$ cat src/hw/glueTypes.sv
`default_nettype none

package glueTypes;

	// what the 68000 drives during one bus cycle
	typedef struct packed {
		logic [23:8] addr; // A23..A8, A7..A1 not needed for decode
		logic asN; // address strobe, asynchronous to CLK
		logic writeN; // R/W line, low on write
	} cpuBusT;

	// device selects, all combinational from the address
	typedef struct packed {
		logic ioSel; // cycle goes out on the I/O bus
		logic ioWriteSnoop; // write into video or sound buffer
		logic iackSel; // interrupt acknowledge space
		logic romSel; // any ROM access
		logic romHighSel; // 0x4xxxxx
		logic ramSel; // RAM, only once overlay is gone
		logic ramLowSel; // low 4 MB
		logic soundWriteSel; // write into the sound buffer
	} chipSelT;

	// which sequencer ends the cycle with DTACK
	typedef enum logic [1:0] {
		routeNone = 2'd0, // nobody answers
		routeMem = 2'd1, // fixed wait states
		routeIo = 2'd2 // waits for the I/O bus acknowledge
	} routeT;

	// wait states for ROM and RAM cycles
	parameter logic [3:0] defaultMemWait = 4'd2;

endpackage

`default_nettype wire

$ cat src/hw/addrDecode.sv
`timescale 1ns/1ps
`default_nettype none

module addrDecode (
	input wire logic CLK,
	input wire logic rstN,
	input wire glueTypes::cpuBusT cpuBus,
	input wire logic busActive,
	output glueTypes::chipSelT selects,
	output glueTypes::routeT route,
	output logic overlay
);
	import glueTypes::*;

	logic [3:0] topNib;
	logic [7:0] page; // A15..A8 inside the 64 KB block
	logic romHigh;
	logic rom;
	logic ramLow;
	logic ram;
	logic iack;
	logic topRamWrite;
	logic snoop;
	logic sndWrite;
	logic io;
	logic romHighSeen; // this cycle hit the high ROM

	// video pages in 3Fxxxx that must also go out on the I/O bus
	function automatic logic videoPage(input logic [7:0] pg);
		logic [3:0] hi;
		logic [3:0] lo;
		hi = pg[7:4];
		lo = pg[3:0];
		case (hi)
			4'h2: videoPage = lo >= 4'h7;
			4'h3, 4'h4, 4'h5, 4'h6: videoPage = 1'b1;
			4'h7: videoPage = lo <= 4'hC; // A7 not on the bus, whole 3F7C page snooped
			4'hA: videoPage = (lo >= 4'h1 && lo <= 4'h3) || lo >= 4'h7;
			4'hB, 4'hC, 4'hE: videoPage = 1'b1;
			4'hF: videoPage = 1'b1; // 3FFC treated as a full page as well
			default: videoPage = 1'b0;
		endcase
	endfunction

	// the two sound buffers
	function automatic logic soundPage(input logic [7:0] pg);
		logic [3:0] hi;
		logic [3:0] lo;
		hi = pg[7:4];
		lo = pg[3:0];
		soundPage = (hi == 4'hA && lo >= 4'h1 && lo <= 4'h3) ||
			(hi == 4'hF && lo >= 4'hD);
	endfunction

	assign topNib = cpuBus.addr[23:20];
	assign page = cpuBus.addr[15:8];

	always_comb begin
		romHigh = topNib == 4'h4;
		rom = romHigh || (topNib == 4'h0 && overlay); // boot ROM mirrored at 0
		ramLow = cpuBus.addr[23:22] == 2'b00;
		ram = ramLow && !overlay;
		iack = topNib == 4'hF && cpuBus.addr[19:18] == 2'b11;
		topRamWrite = ram && !cpuBus.writeN && cpuBus.addr[23:16] == 8'h3F;
		snoop = topRamWrite && videoPage(page);
		sndWrite = topRamWrite && soundPage(page);
		io = topNib >= 4'h5 || (romHigh && overlay) || snoop;
	end

	always_comb begin
		selects.ioSel = io;
		selects.ioWriteSnoop = snoop;
		selects.iackSel = iack;
		selects.romSel = rom;
		selects.romHighSel = romHigh;
		selects.ramSel = ram;
		selects.ramLowSel = ramLow;
		selects.soundWriteSel = sndWrite;
	end

	// I/O wins, so snooped RAM writes wait for the slow bus
	always_comb begin
		if (io)
			route = routeIo;
		else if (rom || ram)
			route = routeMem;
		else
			route = routeNone; // low region under overlay outside ROM
	end

	// overlay drops once a cycle to the high ROM has finished
	always_ff @(posedge CLK or negedge rstN) begin
		if (!rstN) begin
			overlay <= 1'b1;
			romHighSeen <= 1'b0;
		end else if (!busActive) begin
			romHighSeen <= 1'b0;
			if (romHighSeen)
				overlay <= 1'b0; // never set again until reset
		end else if (romHigh) begin
			romHighSeen <= 1'b1;
		end
	end

endmodule

`default_nettype wire

$ cat src/hw/busCycleControl.sv
`timescale 1ns/1ps
`default_nettype none

module busCycleControl (
	input wire logic CLK,
	input wire logic rstN,
	input wire logic asN,
	input wire logic memDone,
	input wire logic ioDone,
	output logic busActive,
	output logic cycleStart,
	output logic dtackN
);

	logic [1:0] asSync; // two-flop synchronizer for the strobe
	logic busActiveQ;

	always_ff @(posedge CLK or negedge rstN) begin
		if (!rstN) begin
			asSync <= 2'b11;
			busActiveQ <= 1'b0;
		end else begin
			asSync <= {asSync[0], asN};
			busActiveQ <= busActive;
		end
	end

	assign busActive = !asSync[1];
	assign cycleStart = busActive && !busActiveQ; // first clock of the cycle

	// one DTACK for both sequencers
	// asSync[0] high means busActive goes low at this edge
	always_ff @(posedge CLK or negedge rstN) begin
		if (!rstN)
			dtackN <= 1'b1;
		else if (asSync[0])
			dtackN <= 1'b1; // release with the end of the cycle
		else if (busActive && (memDone || ioDone))
			dtackN <= 1'b0;
	end

endmodule

`default_nettype wire

$ cat src/hw/memCycle.sv
`timescale 1ns/1ps
`default_nettype none

module memCycle #(
	parameter logic [3:0] memWaitStates = glueTypes::defaultMemWait
) (
	input wire logic CLK,
	input wire logic rstN,
	input wire logic cycleStart,
	input wire logic busActive,
	input wire glueTypes::routeT route,
	output logic memDone
);
	import glueTypes::*;

	logic [3:0] waitCnt; // clocks left before memDone

	// memDone comes memWaitStates clocks after the start pulse
	always_ff @(posedge CLK or negedge rstN) begin
		if (!rstN) begin
			waitCnt <= 4'd0;
			memDone <= 1'b0;
		end else if (!busActive) begin
			waitCnt <= 4'd0;
			memDone <= 1'b0;
		end else if (cycleStart && route == routeMem) begin
			if (memWaitStates <= 4'd1)
				memDone <= 1'b1; // no extra wait
			else
				waitCnt <= memWaitStates - 4'd1;
		end else if (waitCnt != 4'd0) begin
			waitCnt <= waitCnt - 4'd1;
			if (waitCnt == 4'd1)
				memDone <= 1'b1; // held until the cycle ends
		end
	end

endmodule

`default_nettype wire

$ cat src/hw/ioCycle.sv
`timescale 1ns/1ps
`default_nettype none

module ioCycle (
	input wire logic CLK,
	input wire logic rstN,
	input wire logic cycleStart,
	input wire logic busActive,
	input wire glueTypes::routeT route,
	input wire logic ioAck,
	output logic ioReq,
	output logic ioDone
);
	import glueTypes::*;

	typedef enum logic [1:0] {
		stIdle = 2'd0,
		stRequest = 2'd1, // request out, waiting for ack
		stDone = 2'd2 // acked, DTACK may go
	} ioStateT;

	ioStateT state;

	always_ff @(posedge CLK or negedge rstN) begin
		if (!rstN) begin
			state <= stIdle;
		end else if (!busActive) begin
			state <= stIdle; // strobe gone, drop everything
		end else begin
			case (state)
				stIdle:
					if (cycleStart && route == routeIo)
						state <= stRequest;
				stRequest:
					if (ioAck)
						state <= stDone;
				stDone:
					state <= stDone; // wait for the strobe to go
				default:
					state <= stIdle;
			endcase
		end
	end

	// both levels straight from the state register
	assign ioReq = state == stRequest;
	assign ioDone = state == stDone;

endmodule

`default_nettype wire

$ cat src/hw/glueTop.sv
`timescale 1ns/1ps
`default_nettype none

module glueTop #(
	parameter logic [3:0] memWaitStates = glueTypes::defaultMemWait
) (
	input wire logic CLK,
	input wire logic rstN,
	input wire glueTypes::cpuBusT cpuBus,
	input wire logic ioAck,
	output glueTypes::chipSelT selects,
	output logic ioReq,
	output logic dtackN,
	output logic overlay
);
	import glueTypes::*;

	logic busActive;
	logic cycleStart;
	logic memDone;
	logic ioDone;
	routeT route; // decided once, read by both sequencers

	busCycleControl busCtl (
		.CLK(CLK),
		.rstN(rstN),
		.asN(cpuBus.asN),
		.memDone(memDone),
		.ioDone(ioDone),
		.busActive(busActive),
		.cycleStart(cycleStart),
		.dtackN(dtackN)
	);

	addrDecode decode (
		.CLK(CLK),
		.rstN(rstN),
		.cpuBus(cpuBus),
		.busActive(busActive),
		.selects(selects),
		.route(route),
		.overlay(overlay)
	);

	memCycle #(
		.memWaitStates(memWaitStates)
	) memSeq (
		.CLK(CLK),
		.rstN(rstN),
		.cycleStart(cycleStart),
		.busActive(busActive),
		.route(route),
		.memDone(memDone)
	);

	ioCycle ioSeq (
		.CLK(CLK),
		.rstN(rstN),
		.cycleStart(cycleStart),
		.busActive(busActive),
		.route(route),
		.ioAck(ioAck),
		.ioReq(ioReq),
		.ioDone(ioDone)
	);

endmodule

`default_nettype wire

$ cat config.mk
export PLATFORM = sky130hd
export DESIGN_NAME = glueTop
export DESIGN_NICKNAME = d
export VERILOG_FILES = /design/src/hw/glueTypes.sv /design/src/hw/addrDecode.sv /design/src/hw/busCycleControl.sv /design/src/hw/memCycle.sv /design/src/hw/ioCycle.sv /design/src/hw/glueTop.sv
export SDC_FILE = /design/constraint.sdc
export NUM_CORES = 1
export LEC_CHECK = 0
export BUFFER_PORTS_ARGS = -buffer_cell sky130_fd_sc_hd__buf_2
export CAP_MARGIN = 20
export CORE_MARGIN = 1
export CORE_UTILIZATION = 45
export DETAILED_ROUTE_END_ITERATION = 8
export PLACE_DENSITY = 0.73
export SYNTH_ARGS = -nofsm -noshare
export SYNTH_HDL_FRONTEND = slang
export SYNTH_HIERARCHICAL = 1
export SYNTH_SLANG_ARGS = --single-unit
$ cat constraint.sdc
create_clock -name CLK -period 2.4 [get_ports CLK]
set_input_delay 0.12 -clock CLK [delete_from_list [all_inputs] [get_ports CLK]]
set_output_delay 0.12 -clock CLK [all_outputs]
set_load 0.02 [all_outputs]
### Yosys cells after proc, flatten, opt, wreduce, memory -nomap -nowiden

Cells that the tools add are included.

* eq/ne operators: 23
* add/sub/neg operators: 1
* order comparisons: 6
* reduce and logical (&&, ||, !) cells: 40
* muxes and demuxes: 18

Operators by type and width (count)
* equality test 4 bit (second input constant): 6
* equality test 4 x 3 -> 1 bit (second input constant): 5
* logical AND 1 bit: 16
* 2-to-1 mux 4 bit: 3
* 2-to-1 mux 1 bit: 9
* equality test 4 x 2 -> 1 bit (second input constant): 2
* equality test 8 x 6 -> 1 bit (second input constant): 1
* >= comparator 4 x 3 -> 1 bit (second input constant): 2
* 2-to-1 mux 2 bit: 4
* nonzero test 2 bit: 4
* OR reduction 8 bit: 1
* logical OR 1 bit: 7
* equality test 2 bit (second input constant): 3
* != test 3 x 2 -> 1 bit (second input constant): 2
* case mux 2 bit (3 select lines): 1
* equality test 2 x 1 -> 1 bit (second input constant): 2
* equality test 4 x 1 -> 1 bit (second input constant): 1
* >= comparator 4 x 1 -> 1 bit (second input constant): 1
* >= comparator 4 bit (second input constant): 1
* less-or-equal comparator 4 x 2 -> 1 bit (second input constant): 1
* less-or-equal comparator 4 bit (second input constant): 1
* zero test 1 bit: 4
* zero test 2 bit: 2
* zero test 4 bit: 1
* other kinds (7): 8

* register bits after elaboration: 13
* input port bits: 21
* logic and storage cells: 96
* output and inout bits: 11

### Logic depth before layout (Yosys ltp)

* depth after elaboration: 12
* depth in mapped cells: 8
* depth with buffers taken out: 7

### By module

Netlist, hierarchy kept.

By module, submodules not included
* addrDecode: sequential area each 51.3 um2, area an instance 349.1 um2, cells an instance 44, times used 1
* memCycle: sequential area each 125.1 um2, area an instance 266.5 um2, cells an instance 25, times used 1
* ioCycle: sequential area each 50.0 um2, area an instance 165.2 um2, cells an instance 15, times used 1
* busCycleControl: sequential area each 103.8 um2, area an instance 126.4 um2, cells an instance 8, times used 1

### Worst setup path before layout

Ideal clock, no wire load.

* kind: register -> register
* start: reg decode.overlay
* end: reg memSeq.waitCnt[1]
* arrival time: 1.561 ns
* setup time: 0.087 ns
* path slack: 0.753 ns
* cell stages (with the launch flop): 9
* clock period less this slack: 1.647 ns
* data required time: 2.313 ns
* path buffers: 1
* cell sequence: dfstp_2 > nor3_4 > nand4_2 > a311oi_2 > nand2b_1 > buf_4 > nand3b_1 > nand2_1 > a211oi_2

* word-level cells in the longest chain between the ends: 11
* elaborated cells on any way between the ends: 18
* those cells by class: eq/ne (1); mux (4); reduce/logical (13)

Ends and longest elaborated chain
* start, declared: line addrDecode.sv:11 `output logic overlay`
* start signal, assigned: line addrDecode.sv:94 `overlay <= 1'b1;`
* start signal, assigned: line addrDecode.sv:99 `overlay <= 1'b0;`
* zero test 1 bit *: line addrDecode.sv:62 `ram = ramLow && !overlay;`
* logical AND 1 bit *: line addrDecode.sv:62
* named net decode.ram: line addrDecode.sv:20 `logic ram;`
* logical AND 1 bit * (2 in a row): line addrDecode.sv:64 `topRamWrite = ram && !cpuBus.writeN && cpuBus.addr[23:16] == 8'h3F;`
* logical AND 1 bit *: line addrDecode.sv:65 `snoop = topRamWrite && videoPage(page);`
* named net decode.snoop: line addrDecode.sv:23 `logic snoop;`
* logical OR 1 bit *: line addrDecode.sv:67 `io = topNib >= 4'h5 || (romHigh && overlay) || snoop;`
* named net decode.io: line addrDecode.sv:25 `logic io;`
* 2-to-1 mux 2 bit *: line addrDecode.sv:83 `if (io)`
* named net route[1]: line glueTop.sv:22 `routeT route;`
* equality test 2 x 1 -> 1 bit *: line memCycle.sv:26 `end else if (cycleStart && route == routeMem) begin`
* logical AND 1 bit *: line memCycle.sv:26
* 2-to-1 mux 4 bit: line memCycle.sv:26
* 2-to-1 mux 4 bit: line memCycle.sv:23 `end else if (!busActive) begin`
* end signal, assigned: line memCycle.sv:30 `waitCnt <= memWaitStates - 4'd1;`
* end signal, assigned: line memCycle.sv:32 `waitCnt <= waitCnt - 4'd1;`
* end, declared: line memCycle.sv:16 `logic [3:0] waitCnt;`

The timed path passes the listed nets; every way through them passes the cells marked *.
A chain may end at the register's enable or synchronous reset.

==> qor.csv <==
stage,metric,value,unit
routing,viasPerCell,4.931,
setup_path,setup.worst_path.start,decode/overlay$_DFFE_PN1P_,
placed_design,port_buffers,31,
yosys,synth_top_area_cell,dfrtp_1,
setup_path,worst_path_max_delay_cell,dfstp_2,
power,p_leak,0.5326,nW
routing,ant_nets,0,
timing,period_needed,1.741,ns
power,clkPwrFrac,19.0,%
power,p_comb_share,38.6,%
power,seq_power_share,42.4,%
global_route,grt_max_degree,14,
routing,drtIter0Drc,4,
routing,vias,715,
setup_path,cp_num_buf_inv,1,
setup_path,crit_chain,nor3_4 > nand4_2 > a311oi_2 > nand2b_1 > buf_2,
floorplanning,die_w,46.90,um
routing,routedWlPerCell,11.08,um
routing,drc,0,
yosys,synth_ff_type,dfrtp_1,
yosys,yosysWarnings,6,
yosys,syn_nets,118,
global_route,grt_antenna_before_repair,0,
clock_network,htreeDepth,1,
yosys,ys_ff_latch,13,
yosys,synthTopCellsByArea,"dfrtp_1 25%, dfstp_2 12%, buf_4 7.4%",
worst_hold_path,hp-start,ioAck,
cells_and_area,diodes,0,
cells_and_area,fin_util,59.51,%
setup_path,cp-start-kind,register,
cells_and_area,fin_nets,147,
floorplanning,start_util,50.35,%
setup_path,critPathMaxStageDelay,0.40,ns
setup_path,cp_top_family,simple AND/OR/NAND/NOR gates,
setup_path,reg2regPathDepth,7,
cells_and_area,mostFrequentLayoutCell,buf_2,
cells_and_area,fill_cells,174,
yosys,syn_inst,92,
power,power.density,628.0,nW/um2
timing,tns,0,ns
power,intPower,0.0004506,W
placed_design,place_ws,0.6937,ns
yosys,synth_cell_types,42,
clock_network,clk-insertion-delay-late,0.26,ns
cells_and_area,layout_common_cells,"31 x buf_2, 9 x dfrtp_1, 8 x nor2_1",
routing,dr.pass1.iters,4,
cells_and_area,area_delta_synth_final,18.21,%
cells_and_area,stdcell_area,1072,um2
setup_path,worst-setup-path-type,reg2out,
clock_network,cts_root_buffer,clkbuf_4,
floorplanning,core,1802,um2
global_route,grt_pass1_vias,666,
global_route,grt_usage,16.95,%
global_route,grt_first_pass_wirelength,2642,um
floorplanning,pin_count,32,
clock_network,cts.reportedPaths.clkPinSlew,0.08,ns
setup_path,regToRegStartpoint,decode/overlay$_DFFE_PN1P_,
global_route,gr-total-overflow,0,
setup_path,worstPathArrival,1.62,ns
timing,timing.final.ws_setup,0.6589,ns
cells_and_area,instances_no_fill,145,
timing,finalHoldViolations,0,
power,p_switching,0.0002228,W
setup_path,cp_num_cells,5,
setup_path,end_kind,primary output,
yosys,yosysSeqAreaShare,36.41,%
power,p_sw_share,33.09,%
floorplanning,placementRows,15,
routing,postRouteWirelength,1606,um
placed_design,dp.cells,139,
placed_design,placed_area,1026,um2
floorplanning,die_area,2199,um2
yosys,syn_area,907.1,um2
yosys,async_reset_ff_share,100.0,%
yosys,synth_edf_count,0,
timing,fmax,0.5744,GHz
timing,max_slew.worst_pin.slew,0.3055,ns
placed_design,dp_hpwl,1322,um
setup_path,ff2ff_setup_slack,0.70,ns
placed_design,gp_congestion,0.7209,
setup_path,cp.required,2.28,ns
floorplanning,die_height,46.90,um
yosys,avgSynthCellArea,9.860,um2
timing,report.final.slew_viol_count,0,
cells_and_area,layout-drive-gt1-share,41.67,%
clock_network,cts_buffer_depth,2,
yosys,synth_top_area_share,24.83,%
clock_network,numCtsBuffers,3,
worst_hold_path,holdPathStages,3,
worst_hold_path,min_path_type,in2reg,
power,ir_drop,412.6,uV
timing,grt_setup_unrepaired,no,
clock_network,cts_sinks,13,
clock_network,cts_tree,built,
timing,setup_violations,0,
clock_network,postCtsSetupRepairBufs,0,
timing,max_slew_margin,79.48,%
setup_path,worst-path-max-fanout,6,
timing,finalCritPeriodShare,72.55,%
run_status,status,"complete, no violations",
run,maxCapViolations,0,
timing,fin_skew,0.002114,ns
-- synth_stat cells (2+ instances only) --
master	n
o21bai_1	2
nor2_1	8
a21oi_1	2
dfrtp_1	9
a21boi_0	2
o21ai_1	2
inv_1	7
nor3_1	3
o21a_1	2
dfstp_2	4
ha_1	5
xnor2_1	3
nand2_1	6
buf_4	9
-- sequential cells by signal (all words and copies together), names as in the netlist --
name / cells
decode/romHighSeen: 1
ioSeq/state: 2
busCtl/dtackN: 1
busCtl/asSync: 2
busCtl/busActiveQ: 1
memSeq/waitCnt: 4
memSeq/memDone: 1
decode/overlay: 1
-- power by group through the flow --
stage | logic, W | clock network (W) | registers, W
floorplan | 0.000196 | 0 | 0.000288
CTS | 0.000260 | 0.000134 | 0.000286
global route | 0.000287 | 0.000147 | 0.000292
finish | 0.000260 | 0.000128 | 0.000286
detailed placement | 0.000256 | 0 | 0.000289
global placement | 0.000246 | 0 | 0.000289
-- per-stage QoR --
stage	total power [W]	hold slack (ns)
2_1_floorplan	0.0004835	-0.1756
3_3_place_gp	0.0005353	0.01436
3_5_place_dp	0.0005451	0.01923
4_1_cts	0.0006797	0.1999
5_1_grt	0.0007269	0.2001
6_report	0.0006734	0.2077
-- cells by family after synthesis --
logic type | after synthesis | synth area share [%]
DFF | 13 | 36.41
adders and majority gates | 5 | 6.897
buffers and inverters | 16 | 10.34
muxes | 1 | 1.103
AOI/OAI and AO/OA | 22 | 19.31
and+or+nand+nor | 32 | 23.04
xor gates and xnor gates | 3 | 2.897
-- final cells by class --
cell class | instances | area, um2 | share of cell area, %
Inverter | 7 | 26.28 | 2.450
Sequential cell | 13 | 330.3 | 30.81
Multi-Input combinational cell | 63 | 483.0 | 45.04
Clock buffer | 4 | 26.28 | 2.450
Timing Repair Buffer | 33 | 175.2 | 16.34
Tap cell | 25 | 31.28 | 2.917
-- worst reg2reg max path, delay by kind of cell, from the launching register on --
kind | cells | cell delay, ns
AO/OA/AOI/OAI | 2 | 0.46
flip-flops | 1 | 0.40
AND/OR/NAND/NOR | 5 | 0.76
-- path summary, 6_finish.rpt --
kind                                                  to
min reg2reg                   busCtl/asSync[1]$_DFF_PN1_
max in group asynchronous      busCtl/dtackN$_DFFE_PN1P_
max                                           selects[7]
min in group asynchronous     ioSeq/state[0]$_DFFE_PN0P_
min                           ioSeq/state[0]$_DFFE_PN0P_
max reg2reg                memSeq/waitCnt[1]$_DFFE_PN0P_
-- routing by layer --
layer | track usage (%) | vias to the layer above | share of wire (%) | wire (um)
li1 | - | 372 | - | -
met1 | 20.43 | 328 | 43 | 690
met2 | 31.11 | 13 | 54 | 864
met3 | 2.308 | 2 | 2.3 | 37
met4 | 5.143 | 0 | 0.75 | 12
met5 | 0 | - | 0 | 0
-- timing repair --
action | CTS | global route
hold buffers | 2 | 0
resized for setup | 0 | 0
hold endpoints to repair | 14 | 0
Power figures use the tool's default switching activity.
